### src/hdl/lane_pkg.sv
// FIFO_DEPTH must be a power of two and NUM_ENGINES must equal 2**ENGINE_ID_W
package lane_pkg;

    // --------------------
    // Lane sizing
    // --------------------
    localparam int NUM_ENGINES      = 4;
    localparam int ENGINE_ID_W      = 2;
    localparam int ADDR_W           = 32;
    localparam int DATA_W           = 32;

    // Queue depth shared by the request and response paths
    localparam int FIFO_DEPTH       = 4;
    // One slot kept free for a packet already in flight
    localparam int FIFO_ALMOST_FULL = 3;
    localparam int FIFO_PTR_W       = $clog2(FIFO_DEPTH);
    localparam int FIFO_CNT_W       = $clog2(FIFO_DEPTH + 1);

    // --------------------
    // Vector types
    // --------------------
    // Engine that issued a request and receives its response
    typedef logic [ENGINE_ID_W-1:0] engine_id_t;
    typedef logic [ADDR_W-1:0]      addr_t;
    typedef logic [DATA_W-1:0]      data_t;
    // One bit per engine for grants, ready and done levels
    typedef logic [NUM_ENGINES-1:0] engine_mask_t;
    typedef logic [FIFO_PTR_W-1:0]  fifo_ptr_t;
    typedef logic [FIFO_CNT_W-1:0]  fifo_cnt_t;

    // --------------------
    // Memory packet
    // --------------------
    // Same layout for requests and responses, 67 bits
    typedef struct packed {
        logic       valid;
        engine_id_t id;
        addr_t      address;
        data_t      data;
    } mem_packet_t;

    // Lane run state
    typedef enum logic [1:0] {
        LANE_IDLE = 2'd0,
        LANE_RUN  = 2'd1,
        LANE_DONE = 2'd2
    } lane_state_t;

endpackage : lane_pkg

### src/hdl/lane_fifo.sv
// Writes to a full queue and reads from an empty one are dropped, and rd_data_o is combinational
`timescale 1ns/1ps

module lane_fifo (
    input  logic                  ap_clk,
    input  logic                  areset_lane_template,
    input  logic                  wr_en_i,
    input  lane_pkg::mem_packet_t wr_data_i,
    input  logic                  rd_en_i,
    output lane_pkg::mem_packet_t rd_data_o,
    output logic                  empty_o,
    output logic                  almost_full_o
);
    import lane_pkg::*;

    mem_packet_t mem [FIFO_DEPTH-1:0];
    fifo_ptr_t   wr_ptr;
    fifo_ptr_t   rd_ptr;
    fifo_cnt_t   count;
    logic        full;
    logic        push;
    logic        pop;

    // --------------------
    // Occupancy flags
    // --------------------
    assign full          = (count == fifo_cnt_t'(FIFO_DEPTH));
    assign empty_o       = (count == '0);
    assign almost_full_o = (count >= fifo_cnt_t'(FIFO_ALMOST_FULL));

    // Guard against overflow and underflow
    assign push = wr_en_i & ~full;
    assign pop  = rd_en_i & ~empty_o;

    // Storage array
    always_ff @(posedge ap_clk) begin
        if (push) begin
            mem[wr_ptr] <= wr_data_i;
        end
    end

    // --------------------
    // Pointers and count
    // --------------------
    always_ff @(posedge ap_clk) begin
        if (areset_lane_template) begin
            wr_ptr <= '0;
            rd_ptr <= '0;
            count  <= '0;
        end else begin
            // Pointers wrap on their own since depth is a power of two
            if (push) begin
                wr_ptr <= wr_ptr + 1'b1;
            end
            if (pop) begin
                rd_ptr <= rd_ptr + 1'b1;
            end
            case ({push, pop})
                2'b10:   count <= count + 1'b1;
                2'b01:   count <= count - 1'b1;
                default: count <= count;
            endcase
        end
    end

    // Head of queue, valid only while something is stored
    always_comb begin
        rd_data_o       = mem[rd_ptr];
        rd_data_o.valid = ~empty_o;
    end

endmodule : lane_fifo

### src/hdl/lane_request_arbiter.sv
// Requesters must hold valid until granted, and mem_req_ready_i arrives one cycle late via lane_top
`timescale 1ns/1ps

module lane_request_arbiter (
    input  logic                   ap_clk,
    input  logic                   areset_lane_template,
    input  lane_pkg::mem_packet_t  req_i [lane_pkg::NUM_ENGINES-1:0],
    output lane_pkg::engine_mask_t grant_o,
    output lane_pkg::mem_packet_t  mem_req_o,
    input  logic                   mem_req_ready_i,
    output logic                   empty_o
);
    import lane_pkg::*;

    engine_mask_t req_valid;
    engine_mask_t grant_next;
    engine_mask_t grant_d;
    engine_id_t   rr_ptr;
    engine_id_t   grant_idx;
    logic         grant_any;
    mem_packet_t  fifo_wr_data;
    mem_packet_t  fifo_head;
    logic         fifo_almost_full;

    // --------------------
    // Request masking
    // --------------------
    // A granted engine stays masked for two cycles
    // Its old request is still visible through the input register
    always_comb begin
        for (int i = 0; i < NUM_ENGINES; i++) begin
            req_valid[i] = req_i[i].valid & ~grant_o[i] & ~grant_d[i];
        end
    end

    // --------------------
    // Round-robin pick
    // --------------------
    // First valid requester at or after the pointer
    always_comb begin
        engine_id_t idx;
        grant_next = '0;
        grant_idx  = '0;
        grant_any  = 1'b0;
        for (int off = 0; off < NUM_ENGINES; off++) begin
            idx = rr_ptr + engine_id_t'(off);
            if (!grant_any && req_valid[idx] && !fifo_almost_full) begin
                grant_any       = 1'b1;
                grant_idx       = idx;
                grant_next[idx] = 1'b1;
            end
        end
    end

    // Queue entry carries the grant index as its id
    always_comb begin
        fifo_wr_data    = req_i[grant_idx];
        fifo_wr_data.id = grant_idx;
    end

    // Grant register and pointer update
    always_ff @(posedge ap_clk) begin
        if (areset_lane_template) begin
            grant_o <= '0;
            grant_d <= '0;
            rr_ptr  <= '0;
        end else begin
            grant_o <= grant_next;
            grant_d <= grant_o;
            if (grant_any) begin
                rr_ptr <= grant_idx + 1'b1;
            end
        end
    end

    // --------------------
    // Queue toward memory
    // --------------------
    lane_fifo u_req_fifo (
        .ap_clk               (ap_clk),
        .areset_lane_template (areset_lane_template),
        .wr_en_i              (grant_any),
        .wr_data_i            (fifo_wr_data),
        .rd_en_i              (mem_req_ready_i),
        .rd_data_o            (fifo_head),
        .empty_o              (empty_o),
        .almost_full_o        (fifo_almost_full)
    );

    // Each valid cycle is one packet popped from the head
    always_comb begin
        mem_req_o       = fifo_head;
        mem_req_o.valid = fifo_head.valid & mem_req_ready_i;
    end

endmodule : lane_request_arbiter

### src/hdl/lane_response_router.sv
// In-order delivery, so a stalled engine blocks all later responses behind it
`timescale 1ns/1ps

module lane_response_router (
    input  logic                   ap_clk,
    input  logic                   areset_lane_template,
    input  lane_pkg::mem_packet_t  rsp_i,
    output logic                   rsp_ready_o,
    output lane_pkg::mem_packet_t  engine_rsp_o [lane_pkg::NUM_ENGINES-1:0],
    input  lane_pkg::engine_mask_t engine_ready_i,
    output logic                   empty_o
);
    import lane_pkg::*;

    mem_packet_t  fifo_head;
    logic         fifo_almost_full;
    engine_mask_t head_sel;
    logic         head_fire;

    // --------------------
    // Response queue
    // --------------------
    lane_fifo u_rsp_fifo (
        .ap_clk               (ap_clk),
        .areset_lane_template (areset_lane_template),
        .wr_en_i              (rsp_i.valid),
        .wr_data_i            (rsp_i),
        .rd_en_i              (head_fire),
        .rd_data_o            (fifo_head),
        .empty_o              (empty_o),
        .almost_full_o        (fifo_almost_full)
    );

    // --------------------
    // Head decode
    // --------------------
    // One-hot target from the head id
    always_comb begin
        head_sel               = '0;
        head_sel[fifo_head.id] = fifo_head.valid;
    end

    // Pop only when the target engine is ready
    assign head_fire = |(head_sel & engine_ready_i);

    // Same payload on every slot, valid only on the target
    always_comb begin
        for (int i = 0; i < NUM_ENGINES; i++) begin
            engine_rsp_o[i]       = fifo_head;
            engine_rsp_o[i].valid = head_sel[i] & engine_ready_i[i];
        end
    end

    // --------------------
    // Back-pressure
    // --------------------
    // Low out of reset, then follows queue headroom
    always_ff @(posedge ap_clk) begin
        if (areset_lane_template) begin
            rsp_ready_o <= 1'b0;
        end else begin
            rsp_ready_o <= ~fifo_almost_full;
        end
    end

endmodule : lane_response_router

### src/hdl/lane_status.sv
// engine_done_i levels are used as is, and done_o holds until the next start_i or reset
`timescale 1ns/1ps

module lane_status (
    input  logic                   ap_clk,
    input  logic                   areset_lane_template,
    input  logic                   start_i,
    input  lane_pkg::engine_mask_t engine_done_i,
    input  logic                   req_empty_i,
    input  logic                   rsp_empty_i,
    output logic                   done_o
);
    import lane_pkg::*;

    lane_state_t state;
    lane_state_t state_next;
    logic        lane_quiet;

    // All engines finished and nothing left in either queue
    assign lane_quiet = (&engine_done_i) & req_empty_i & rsp_empty_i;

    // --------------------
    // Next state
    // --------------------
    always_comb begin
        state_next = state;
        case (state)
            LANE_IDLE: begin
                if (start_i) begin
                    state_next = LANE_RUN;
                end
            end
            LANE_RUN: begin
                if (lane_quiet) begin
                    state_next = LANE_DONE;
                end
            end
            LANE_DONE: begin
                // New descriptor restarts the run
                if (start_i) begin
                    state_next = LANE_RUN;
                end
            end
            default: state_next = LANE_IDLE;
        endcase
    end

    // State and done registers
    always_ff @(posedge ap_clk) begin
        if (areset_lane_template) begin
            state  <= LANE_IDLE;
            done_o <= 1'b0;
        end else begin
            state  <= state_next;
            done_o <= (state_next == LANE_DONE);
        end
    end

endmodule : lane_status

### src/hdl/lane_top.sv
// All inputs but engine_done_i are registered, so ready levels act one cycle late
`timescale 1ns/1ps

module lane_top (
    input  logic                   ap_clk,
    input  logic                   areset_i,
    input  logic                   start_i,
    input  lane_pkg::mem_packet_t  engine_req_i [lane_pkg::NUM_ENGINES-1:0],
    output lane_pkg::engine_mask_t engine_req_grant_o,
    output lane_pkg::mem_packet_t  engine_rsp_o [lane_pkg::NUM_ENGINES-1:0],
    input  lane_pkg::engine_mask_t engine_rsp_ready_i,
    input  lane_pkg::engine_mask_t engine_done_i,
    output lane_pkg::mem_packet_t  mem_req_o,
    input  logic                   mem_req_ready_i,
    input  lane_pkg::mem_packet_t  mem_rsp_i,
    output logic                   mem_rsp_ready_o,
    output logic                   done_o
);
    import lane_pkg::*;

    logic         areset_lane_template;
    logic         start_q;
    mem_packet_t  engine_req_q [NUM_ENGINES-1:0];
    engine_mask_t engine_rsp_ready_q;
    logic         mem_req_ready_q;
    mem_packet_t  mem_rsp_q;
    logic         req_empty;
    logic         rsp_empty;

    // --------------------
    // Reset register
    // --------------------
    // Single lane-wide reset
    always_ff @(posedge ap_clk) begin
        areset_lane_template <= areset_i;
    end

    // --------------------
    // Input packets
    // --------------------
    // Payload passes freely, only the valid bits are cleared
    always_ff @(posedge ap_clk) begin
        for (int i = 0; i < NUM_ENGINES; i++) begin
            engine_req_q[i] <= engine_req_i[i];
        end
        mem_rsp_q <= mem_rsp_i;
        if (areset_lane_template) begin
            for (int i = 0; i < NUM_ENGINES; i++) begin
                engine_req_q[i].valid <= 1'b0;
            end
            mem_rsp_q.valid <= 1'b0;
        end
    end

    // Control level inputs
    always_ff @(posedge ap_clk) begin
        if (areset_lane_template) begin
            start_q            <= 1'b0;
            engine_rsp_ready_q <= '0;
            mem_req_ready_q    <= 1'b0;
        end else begin
            start_q            <= start_i;
            engine_rsp_ready_q <= engine_rsp_ready_i;
            mem_req_ready_q    <= mem_req_ready_i;
        end
    end

    // --------------------
    // Request path
    // --------------------
    lane_request_arbiter u_req_arbiter (
        .ap_clk               (ap_clk),
        .areset_lane_template (areset_lane_template),
        .req_i                (engine_req_q),
        .grant_o              (engine_req_grant_o),
        .mem_req_o            (mem_req_o),
        .mem_req_ready_i      (mem_req_ready_q),
        .empty_o              (req_empty)
    );

    // --------------------
    // Response path
    // --------------------
    lane_response_router u_rsp_router (
        .ap_clk               (ap_clk),
        .areset_lane_template (areset_lane_template),
        .rsp_i                (mem_rsp_q),
        .rsp_ready_o          (mem_rsp_ready_o),
        .engine_rsp_o         (engine_rsp_o),
        .engine_ready_i       (engine_rsp_ready_q),
        .empty_o              (rsp_empty)
    );

    // Done tracking over both queues
    lane_status u_status (
        .ap_clk               (ap_clk),
        .areset_lane_template (areset_lane_template),
        .start_i              (start_q),
        .engine_done_i        (engine_done_i),
        .req_empty_i          (req_empty),
        .rsp_empty_i          (rsp_empty),
        .done_o               (done_o)
    );

endmodule : lane_top

### config.mk
export PLATFORM = sky130hd
export DESIGN_NAME = lane_top
export DESIGN_NICKNAME = d
export VERILOG_FILES = /design/src/hdl/lane_pkg.sv /design/src/hdl/lane_fifo.sv /design/src/hdl/lane_request_arbiter.sv /design/src/hdl/lane_response_router.sv /design/src/hdl/lane_status.sv /design/src/hdl/lane_top.sv
export SDC_FILE = /design/constraint.sdc
export NUM_CORES = 1
export LEC_CHECK = 0
export BUFFER_PORTS_ARGS = -buffer_cell sky130_fd_sc_hd__buf_2
export CAP_MARGIN = 30
export CORE_AREA = 2 2 265 267
export CTS_CLUSTER_SIZE = 25
export DETAILED_ROUTE_END_ITERATION = 8
export DIE_AREA = 0 0 267 269
export GPL_TIMING_DRIVEN = 0
export PLACE_DENSITY = 0.76
export SYNTH_ARGS = -nofsm -noshare
export SYNTH_HDL_FRONTEND = slang
export SYNTH_SLANG_ARGS = --single-unit
### constraint.sdc
create_clock -name ap_clk -period 4.1 [get_ports ap_clk]
set_input_delay 0.41 -clock ap_clk [delete_from_list [all_inputs] [get_ports ap_clk]]
set_output_delay 0.41 -clock ap_clk [all_outputs]
set_load 0.02 [all_outputs]
==> impl_metrics.csv, run 1 <==
group,metric,value,unit
synthesis,ys_warn_count,0,
detailed_routing,viasPerCell,4.98,
detailed_routing,routedWlPerCell,22.5,um
floorplanning,start_util,44.3,%
synthesis,synth-seq-area-share,75.6,%
final_layout,fill_cells,4731,
floorplanning,fp.dieW,267,um
global_routing,antenna_found_initial,4,
pwr,cellPowerDensity,727,nW/um^2
critical_path,reg2reg_from,"u_req_arbiter.rr_ptr[1]",
pwr,ir_drop,0.000485,V
sta,whs,0.0680,ns
min_path,hold_class,"in -> reg",
clocking,clkTransAtPathRegs,0.06,ns
final_layout,multi_input_area,5690,um^2
floorplanning,dieArea,71800,um^2
clocking,post_cts.repair.setup_buffers,0,
synthesis,synth_area,30700,um^2
floorplanning,rows,97,
sta,maxSlewViolCount,0,
detailed_routing,drtAntennaViolNets,0,
critical_path,r2r-end,"u_req_arbiter.u_req_fifo.mem[0][56]",
global_routing,busiest_layer,"met2",
place,dpl.hpwl,50700,um
clocking,cts.sinks,894,
critical_path,crit_type,"reg -> reg",
critical_path,r2r_setup_slack,0.24,ns
sta,worst_slew_pin_slew,0.904,ns
global_routing,global_route.usage.met3,4.66,%
global_routing,grt_pass1_wl,117000,um
run_status,run_status,"completed",
global_routing,grt_usage,22.1,%
pwr,p_leak,16.3,nW
synthesis,syn-num-nets,1892,
critical_path,cp.required,4.44,ns
synthesis,postSynthAreaPerCell,20.1,um^2
sta,fmax,259,MHz
final_layout,area_delta_synth_final,37.2,%
final_layout,final_area,42100,um^2
final_layout,nNetsFinal,3006,
final_layout,register_area,23200,um^2
critical_path,critPathLaunch,"u_req_arbiter.rr_ptr[1]",
global_routing,met1_usage,26.7,%
place,dpl.cell_count,3158,
global_routing,overflow,0,
detailed_routing,drt-pass1-iter-count,5,
floorplanning,coreArea,69300,um^2
sta,worst_slack,0.240,ns
clocking,clock_latency,0.65,ns
sta,period_needed,3.86,ns
clocking,max-clock-path-buffers,3,
global_routing,grt_pass1_vias,19100,
detailed_routing,vias,18200,
global_routing,grt_max_degree,55,
clocking,clockRootBuffer,"clkbuf_16",
detailed_routing,drt_iter0_markers,1368,
critical_path,crit_path_start_kind,"flip-flop",
sta,report.final.setup_viol,0,
final_layout,drive_gt1_share,46.7,%
final_layout,utilization,60.7,%
place,dp_slack,0.327,ns
place,port_buffers,679,
clocking,htreeDepth,3,
clocking,cts_inserted_buffers,90,
floorplanning,die_y,269,um
final_layout,final_cells,3660,
sta,rsz0062_at_grt,"no",
pwr,power,30.6,mW
sta,hold_viol_final,0,
critical_path,arrival,4.20,ns
detailed_routing,drcViolationCount,0,
critical_path,cp_max_fo,10,
place,gp_congestion,0.883,
floorplanning,num_io_pins,688,
critical_path,reg2regPathDepth,11,
synthesis,synth-seq-cells,894,
sta,slew-limit-headroom,39.7,%
synthesis,syn_inst,1529,
sta,setup_tns,0,ns
place,place_area,35500,um^2
clocking,cts_tree,"yes",
critical_path,end_kind,"flip-flop",
sta,timing.final.crit_share,94.1,%
synthesis,synthDistinctLibCells,47,
global_routing,use_met2,38.7,%
detailed_routing,finalWirelength,82300,um
critical_path,endpoint,"u_req_arbiter.u_req_fifo.mem[0][56]",
job,maxCapViolations,0,
final_layout,diodes,0,
sta,finClkSkew,0.0395,ns
## report_power, final
group	internal [mW]	switching (mW)
logic	4.12	5.83
clock network	5.05	3.63
registers	11.5	0.404
total	20.7	9.87
## flip-flops by register name, summed over array words and instances, names as in the netlist, named ones only
name,cells
u_rsp_router.u_rsp_fifo.wr_ptr,2
u_rsp_router.u_rsp_fifo.count,3
u_req_arbiter.u_req_fifo.mem,264
start_q,1
u_status.state,2
areset_lane_template,1
mem_req_ready_q,1
u_req_arbiter.u_req_fifo.rd_ptr,2
u_rsp_router.u_rsp_fifo.rd_ptr,2
u_rsp_router.u_rsp_fifo.mem,264
u_req_arbiter.u_req_fifo.wr_ptr,2
u_req_arbiter.grant_o,4
u_rsp_router.rsp_ready_o,1
engine_rsp_ready_q,4
engine_req_q,260
u_req_arbiter.rr_ptr,2
u_status.done_o,1
mem_rsp_q,67
u_req_arbiter.u_req_fifo.count,3
u_req_arbiter.grant_d,4
## synthesized netlist by cell type, drive strengths merged
| cell | n | area [um^2] |
|---|---|---|
| edfxtp | 528 | 15900 |
| dfxtp | 366 | 7330 |
| buf | 229 | 1680 |
| mux4 | 197 | 4440 |
| nor2 | 22 | 82.6 |
| clkbuf | 20 | 78.8 |
| nor2b | 18 | 113 |
| inv | 16 | 60.1 |
| a21oi | 15 | 78.8 |
| ha | 14 | 175 |
| and2 | 12 | 75.1 |
| nor3 | 9 | 45.0 |
| nand2 | 7 | 26.3 |
| nand4 | 7 | 43.8 |
| mux2i | 6 | 60.1 |
| nor3b | 6 | 60.1 |
| xor2 | 6 | 52.6 |
| a22oi | 5 | 37.5 |
| or3 | 5 | 31.3 |
| a211oi | 4 | 30.0 |
| a22o | 4 | 35.0 |
| a31oi | 4 | 40.0 |
| nand3 | 4 | 20.0 |
| or3b | 4 | 35.0 |
| xnor2 | 4 | 35.0 |
| o21ai | 3 | 15.0 |
| and3 | 2 | 12.5 |
| fa | 2 | 40.0 |
| a21o | 1 | 7.51 |
| a311o | 1 | 10.0 |
| a41oi | 1 | 8.76 |
| and4 | 1 | 8.76 |
| nand3b | 1 | 7.51 |
| o211a | 1 | 10.0 |
| o221ai | 1 | 8.76 |
| o2bb2a | 1 | 11.3 |
| o32a | 1 | 10.0 |
| or4 | 1 | 11.3 |
## worst min path at each step
stage	from	depth (start not counted)	slack [ns]	to
2_1_floorplan	areset_i	0	0.44	areset_lane_template
3_3_place_gp	mem_rsp_q[63]	0	0.45	u_rsp_router.u_rsp_fifo.mem[0][63]
3_5_place_dp	mem_rsp_q[58]	0	0.46	u_rsp_router.u_rsp_fifo.mem[3][58]
4_1_cts	engine_rsp_ready_i[2]	2	0.02	engine_rsp_ready_q[2]
5_1_grt	engine_rsp_ready_i[2]	2	0.03	engine_rsp_ready_q[2]
6_report	engine_rsp_ready_i[2]	2	0.07	engine_rsp_ready_q[2]
## cell type report
| cell class | count | area share (%) |
|---|---|---|
| repair buffers | 1022 | 16.6 |
| well taps | 940 | 2.80 |
| clock inverters | 34 | 1.09 |
| clock buffers | 135 | 6.54 |
| plain buffers | 249 | 4.21 |
| inverters | 16 | 0.143 |
| multi-input cells | 370 | 13.5 |
| flip-flops and latches | 894 | 55.1 |
## per-layer routing
metal  part of all wire (%)  up-vias
li1                       -     7928
met1                     37     9233
met2                     52      832
met3                    6.6      216
met4                    4.0        6
met5                  0.045        -
## layout by cell type, fill, tap and decap left out, types with 4 or more instances in the layout
| master | n |
|---|---|
| buf_2 | 683 |
| edfxtp_1 | 528 |
| dfxtp_1 | 366 |
| dlygate4sd3_1 | 333 |
| buf_4 | 204 |
| mux4_2 | 197 |
| clkbuf_16 | 95 |
| clkbuf_1 | 36 |
| nor2_1 | 22 |
| clkbuf_8 | 22 |
| nor2b_1 | 18 |
| inv_1 | 14 |
| a21oi_1 | 14 |
| ha_1 | 14 |
| buf_1 | 10 |
| nor3_1 | 9 |
| clkinv_2 | 9 |
| and2_4 | 8 |
| buf_16 | 8 |
| nand2_1 | 7 |
| nand4_1 | 7 |
| mux2i_1 | 6 |
| xor2_1 | 6 |
| or3_1 | 5 |
| a22oi_1 | 5 |
| buf_8 | 5 |
| clkbuf_2 | 5 |
| bufinv_16 | 5 |
| and2_1 | 4 |
| or3b_1 | 4 |
| a211oi_1 | 4 |
| xnor2_1 | 4 |
| nand3_1 | 4 |
| a22o_1 | 4 |
## worst max-delay path, cell delays in order, from the launching register on
cell and delay, ns:
dfxtp_1 0.53, inv_1 0.19, ha_1 0.31, clkbuf_1 0.29
nor2b_1 0.24, o2bb2a_2 0.25, a21oi_1 0.35, nand2_1 0.18
a31oi_4 0.32, buf_6 0.26, buf_8 0.20, mux4_2 0.43
## kinds of logic after synthesis
family,synth area share (%)
AOI/OAI and AO/OA,0.987
xor gates and xnor gates,0.286
adders and majority gates,0.702
buffers and inverters,5.93
DFF,75.6
muxes,14.7
and+or+nand+nor,1.86
## what timing repair did
action | 4_1_cts | 5_1_grt
endpoints found under the hold margin | 333 | 0
hold buffers | 333 | 0
endpoints found under the setup margin | 0 | 145
gates resized for setup | 0 | 11
No activity file was read; power rests on OpenSTA's default activity.
==> run 2: changes to the inputs <==
--- a/config.mk
+++ b/config.mk
@@ -12,7 +12,7 @@
 export DETAILED_ROUTE_END_ITERATION = 8
 export DIE_AREA = 0 0 267 269
 export GPL_TIMING_DRIVEN = 0
-export PLACE_DENSITY = 0.76
+export PLACE_DENSITY = 0.67
 export SYNTH_ARGS = -nofsm -noshare
 export SYNTH_HDL_FRONTEND = slang
 export SYNTH_SLANG_ARGS = --single-unit
==> run 2 against run 1 <==
  * Sequential power barely moved
  * Cell count about the same
  * Sequential share of layout area rose by 0.36 points
  * Core utilization is 0.40 points lower
  * Design area down 0.65%
  * Clock power is 8.8% lower
  * Combinational power shrank 1%
  * Maximum frequency is 0.93% higher
==> impl_metrics.csv, run 2 (synthesis gave the netlist of run 1 again) <==
group,metric,value,unit
detailed_routing,drcViolationCount,0,
detailed_routing,viasPerCell,4.80,
final_layout,reg_top3,"u_req_arbiter.u_req_fifo.mem x264, u_rsp_router.u_rsp_fifo.mem x264, engine_req_q x260",
job,maxCapViolations,0,
floorplanning,fp.dieW,267,um
critical_path,arrival,4.16,ns
detailed_routing,drt-pass1-iter-count,5,
final_layout,nNetsFinal,3006,
global_routing,busiest_layer,"met2",
clocking,clkTransAtPathRegs,0.06,ns
sta,report.final.setup_viol,0,
clocking,cts.sinks,894,
final_layout,utilization,60.3,%
min_path,hold_class,"in -> reg",
pwr,cellPowerDensity,709,nW/um^2
min_path,min_to,"engine_rsp_ready_q[2]",
sta,rsz0062_at_grt,"no",
global_routing,grt_pass1_wl,109000,um
place,place_area,35500,um^2
detailed_routing,routedWlPerCell,20.7,um
place,gp_congestion,0.812,
min_path,whs_path_depth,2,
floorplanning,die_y,269,um
sta,hold_viol_final,0,
sta,worst_slew_pin_slew,0.878,ns
critical_path,r2r_setup_slack,0.28,ns
final_layout,area_delta_synth_final,36.3,%
floorplanning,coreArea,69300,um^2
global_routing,antenna_found_initial,5,
clocking,clockRootBuffer,"clkbuf_16",
final_layout,final_cell_mix,"683 x buf_2, 528 x edfxtp_1, 366 x dfxtp_1",
global_routing,grt_pass1_vias,18400,
detailed_routing,finalWirelength,75800,um
clocking,cts_inserted_buffers,88,
global_routing,grt_max_degree,56,
final_layout,drive_gt1_share,46.3,%
sta,period_needed,3.82,ns
floorplanning,start_util,44.3,%
global_routing,met1_usage,25.2,%
sta,maxSlewViolCount,0,
place,dpl.hpwl,47900,um
critical_path,end_kind,"flip-flop",
final_layout,fill_cells,4990,
critical_path,cp_max_fo,13,
clocking,post_cts.repair.setup_buffers,0,
critical_path,r2r-end,"u_req_arbiter.u_req_fifo.mem[0][60]",
global_routing,grt_usage,20.3,%
clocking,htreeDepth,3,
critical_path,reg2regPathDepth,10,
critical_path,reg2reg_from,"u_req_arbiter.rr_ptr[1]",
run_status,run_status,"completed",
sta,timing.final.crit_share,93.3,%
critical_path,crit_type,"reg -> reg",
global_routing,use_met2,35.5,%
pwr,power,29.6,mW
detailed_routing,drtAntennaViolNets,0,
sta,setup_tns,0,ns
clocking,cts_tree,"yes",
pwr,ir_drop,0.000468,V
critical_path,cp.required,4.43,ns
global_routing,global_route.usage.met3,3.65,%
final_layout,layout.cells.most_common,"buf_2",
clocking,max-clock-path-buffers,3,
sta,finClkSkew,0.0468,ns
final_layout,final_area,41800,um^2
detailed_routing,drt_iter0_markers,1080,
sta,slew-limit-headroom,41.5,%
min_path,min_from,"engine_rsp_ready_i[2]",
floorplanning,num_io_pins,688,
pwr,p_leak,16.2,nW
sta,fmax,261,MHz
place,port_buffers,679,
detailed_routing,vias,17600,
global_routing,overflow,0,
clocking,clock_latency,0.66,ns
critical_path,crit_path_start_kind,"flip-flop",
floorplanning,rows,97,
floorplanning,dieArea,71800,um^2
[run 2: cell types whose count changed in the layout (fill, tap and decap cells not counted), moves of 3 or more]
cell | before | now
buf_1 | 10 | 13
bufinv_16 | 5 | 1
clkbuf_1 | 36 | 43
clkbuf_16 | 95 | 91
clkbuf_8 | 22 | 14
clkinv_1 | 3 | 6
clkinv_2 | 9 | 15
[run 2: layout make-up]
cell class / instances / area [um^2] / share of cell area, %
antenna: 2 / 5.00 / 0.0120
inverter: 16 / 60.1 / 0.144
multi-input combinational: 370 / 5690 / 13.6
timing repair buffer: 1024 / 7000 / 16.8
buffer: 249 / 1760 / 4.21
tap: 940 / 1180 / 2.81
clock inverter: 35 / 344 / 0.823
sequential: 894 / 23200 / 55.5
clock buffer: 131 / 2570 / 6.15
[run 2: stage by stage]
stage / worst slack (ns) / instances / hold WS (ns)
2_1_floorplan: 0.651 / 1529 / 0.438
3_3_place_gp: -0.928 / 3148 / 0.449
3_5_place_dp: 0.333 / 3157 / 0.460
4_1_cts: 0.0526 / 3656 / 0.0127
5_1_grt: 0.0210 / 3660 / 0.0433
6_report: 0.276 / 3661 / 0.0754
[run 2: repair_timing]
action,4_1_cts,5_1_grt
endpoints found under the hold margin,333,0
gates resized for setup,0,6
hold buffers,333,0
setup endpoints to repair,0,66
[run 2: critical path, stage by stage, from the launching register on]
cell      delay (ns)
dfxtp_1         0.51
inv_1           0.20
ha_1            0.32
clkbuf_1        0.33
nor2b_1         0.22
o2bb2a_2        0.24
a21oi_1         0.37
nand2_1         0.19
a31oi_4         0.29
buf_4           0.34
mux4_2          0.50
[run 2: report_power, final]
part	total (mW)	internal, mW	switching (mW)	leakage [nW]
sequential	11.9	11.5	0.365	7.91
combinational	9.83	4.13	5.70	6.85
clock	7.92	4.49	3.43	1.44
total	29.6	20.2	9.49	16.2
[run 2: worst max-delay path by stage]
stage | from | end | slack [ns] | depth (start not counted)
after floorplan | u_req_arbiter.grant_o[3] | u_req_arbiter.u_req_fifo.mem[1][0] | 0.65 | 4
after global placement | u_req_arbiter.grant_o[3] | u_req_arbiter.u_req_fifo.mem[3][42] | -0.93 | 4
after detailed placement | u_req_arbiter.rr_ptr[1] | u_req_arbiter.u_req_fifo.mem[1][60] | 0.33 | 10
after CTS | flip-flop | engine_rsp_o[114] | 0.05 | 5
after global routing | u_req_arbiter.rr_ptr[1] | u_req_arbiter.u_req_fifo.mem[0][60] | 0.02 | 10
final | u_req_arbiter.rr_ptr[1] | u_req_arbiter.u_req_fifo.mem[0][60] | 0.28 | 10
[run 2: per-layer routing]
layer	part of all wire, %	wire [um]
met3	4.7	3530
met2	52	39800
met1	39	29700
met4	3.7	2790
met5	0.050	38
==> run 3: changes to the inputs <==
--- a/config.mk
+++ b/config.mk
@@ -13,6 +13,7 @@
 export DIE_AREA = 0 0 267 269
 export GPL_TIMING_DRIVEN = 0
 export PLACE_DENSITY = 0.67
+export REMOVE_ABC_BUFFERS = 1
 export SYNTH_ARGS = -nofsm -noshare
 export SYNTH_HDL_FRONTEND = slang
 export SYNTH_SLANG_ARGS = --single-unit
==> run 3 against run 2 <==
  * Clock skew decreased by 0.014 ns
  * Combinational power decreased by 12%
  * Die area unchanged
  * Sequential share of layout area increased by 1.9 points
  * Critical path depth increased by 1
  * Cell count decreased by 6.5%
  * Critical endpoint is now u_req_arbiter.u_req_fifo.mem[3][24]
  * Largest cell class unchanged
  * Largest power group unchanged
  * Highest routed layer is now met4
==> impl_metrics.csv, run 3 (synthesis gave the netlist of run 1 again) <==
group,metric,value,unit
run_status,run_status,"completed",
critical_path,critPathLaunch,"u_req_arbiter.rr_ptr[1]",
place,gp_congestion,0.774,
clocking,max-clock-path-buffers,3,
global_routing,grt_pass1_vias,17800,
detailed_routing,routedWlPerCell,21.8,um
critical_path,r2r_setup_slack,0.19,ns
final_layout,drive_gt1_share,42.7,%
sta,period_needed,3.91,ns
critical_path,cp_max_fo,25,
detailed_routing,drtAntennaViolNets,0,
clocking,clock_latency,0.64,ns
sta,worst_slew_pin_slew,0.839,ns
sta,timing.final.crit_share,95.3,%
final_layout,final_cells,3424,
sta,worst_slack,0.192,ns
final_layout,final_area,40500,um^2
critical_path,arrival,4.24,ns
pwr,seqPwrFrac,41.3,%
pwr,p_leak,15.3,nW
sta,rsz0062_at_grt,"no",
floorplanning,die_y,269,um
critical_path,reg2regPathDepth,11,
floorplanning,fp.dieW,267,um
final_layout,utilization,58.4,%
final_layout,final_cell_mix,"679 x buf_2, 528 x edfxtp_1, 361 x dfxtp_1",
critical_path,r2r-end,"u_req_arbiter.u_req_fifo.mem[3][24]",
detailed_routing,viasPerCell,4.96,
sta,report.final.setup_viol,0,
sta,finClkSkew,0.0324,ns
detailed_routing,drt-pass1-iter-count,5,
critical_path,endpoint,"u_req_arbiter.u_req_fifo.mem[3][24]",
final_layout,nNetsFinal,2767,
critical_path,crit_path_start_kind,"flip-flop",
final_layout,layout.cells.most_common,"buf_2",
critical_path,slowest_stage,"dfxtp_1",
critical_path,worst-path-buf-inv,4,
detailed_routing,vias,17000,
global_routing,grt_max_degree,58,
critical_path,cpLargestDelayFamily,"buffers and inverters",
final_layout,fill_cells,4941,
sta,setup_tns,0,ns
floorplanning,dieArea,71800,um^2
critical_path,path_cells,"inv_1 -> ha_1 -> nor2b_1 -> o2bb2a_2 -> a21oi_1 -> nand2_1 -> a31oi_4 -> buf_12 -> buf_12 -> buf_12 -> mux4_2",
critical_path,cpPeakStageDelay,0.54,ns
final_layout,reg_top3,"u_req_arbiter.u_req_fifo.mem x264, u_rsp_router.u_rsp_fifo.mem x264, engine_req_q x260",
pwr,power.share.combinational,29.8,%
floorplanning,coreArea,69300,um^2
detailed_routing,drt_iter0_markers,843,
clocking,clkTransAtPathRegs,0.06,ns
critical_path,crit_cells,11,
pwr,power,29.1,mW
sta,hold_viol_final,0,
floorplanning,start_util,44.3,%
critical_path,end_kind,"flip-flop",
pwr,p_switching,9.21,mW
place,place_area,34000,um^2
place,port_buffers,679,
clocking,cts_inserted_buffers,92,
detailed_routing,finalWirelength,74700,um
final_layout,area_delta_synth_final,31.9,%
sta,maxSlewViolCount,0,
floorplanning,rows,97,
global_routing,grt_usage,20.2,%
pwr,intPower,19.9,mW
clocking,clockRootBuffer,"clkbuf_16",
sta,whs,0.0363,ns
critical_path,crit_type,"reg -> reg",
pwr,p_clk_share,28.9,%
global_routing,grt_pass1_wl,107000,um
pwr,p_sw_share,31.6,%
clocking,cts_tree,"yes",
critical_path,cpMostUsedCell,"buf_12",
sta,fmax,256,MHz
pwr,cellPowerDensity,720,nW/um^2
clocking,cts.sinks,894,
global_routing,overflow,0,
min_path,whs_path_depth,2,
sta,slew-limit-headroom,44.0,%
clocking,htreeDepth,3,
place,dp_slack,-0.234,ns
critical_path,reg2reg_from,"u_req_arbiter.rr_ptr[1]",
global_routing,antenna_found_initial,5,
floorplanning,num_io_pins,688,
min_path,hold_class,"in -> reg",
pwr,ir_drop,0.000513,V
place,dpl.hpwl,46200,um
detailed_routing,drcViolationCount,0,
place,dpl.cell_count,2916,
job,maxCapViolations,0,
critical_path,cp.required,4.43,ns
## run 3: cell type report
cell class / instances / area, um^2 / share of cell area [%]
inverter: 16 / 65.1 / 0.161
clock buffer: 140 / 2750 / 6.80
timing repair buffer: 1030 / 7180 / 17.8
multi-input combinational: 370 / 5690 / 14.1
sequential: 894 / 23200 / 57.3
clock inverter: 32 / 385 / 0.952
antenna: 2 / 5.00 / 0.0124
tap: 940 / 1180 / 2.91
## run 3: how the worst min path moves through the flow
stage / startpoint / end / slack [ns]
floorplan: areset_i / areset_lane_template / 0.44
finish: start_i / start_q / 0.04
global route: start_i / start_q / 0.02
global placement: mem_rsp_q[6] / u_rsp_router.u_rsp_fifo.mem[0][6] / 0.45
CTS: start_i / start_q / 0.01
detailed placement: mem_rsp_q[23] / u_rsp_router.u_rsp_fifo.mem[0][23] / 0.46
## run 3: metal layers
metal	share of wire, %	vias to the layer above	GRT usage, %
li1	-	7451	-
met1	37	8689	22.8
met2	54	690	37.3
met3	6.4	160	4.38
met4	3.4	0	8.18
met5	0	-	0
## run 3: power by group through the flow
| stage | registers, mW | logic [mW] | clock network, mW |
|---|---|---|---|
| finish | 12.0 | 8.69 | 8.41 |
| CTS | 12.0 | 8.76 | 8.57 |
| detailed placement | 12.2 | 8.45 | 0 |
| global route | 12.2 | 9.18 | 8.94 |
| global placement | 12.4 | 8.02 | 0 |
| floorplan | 12.2 | 5.15 | 0 |
## run 3: worst reg2reg max path, delay by kind of cell, from the launching register on
family / cells / cell delay [ns]
buffers and inverters: 4 / 0.88
AO/OA/AOI/OAI: 3 / 0.84
flip-flops: 1 / 0.54
adder cells (fa/ha/maj): 1 / 0.51
multiplexers: 1 / 0.46
AND/OR/NAND/NOR: 2 / 0.40
## run 3: repair_timing
item	in CTS	in global routing
pin swaps	1	0
endpoints found under the hold margin	333	0
setup endpoints to repair	100	100
gates resized for setup	0	1
buffers inserted	1	0
hold buffers	333	0
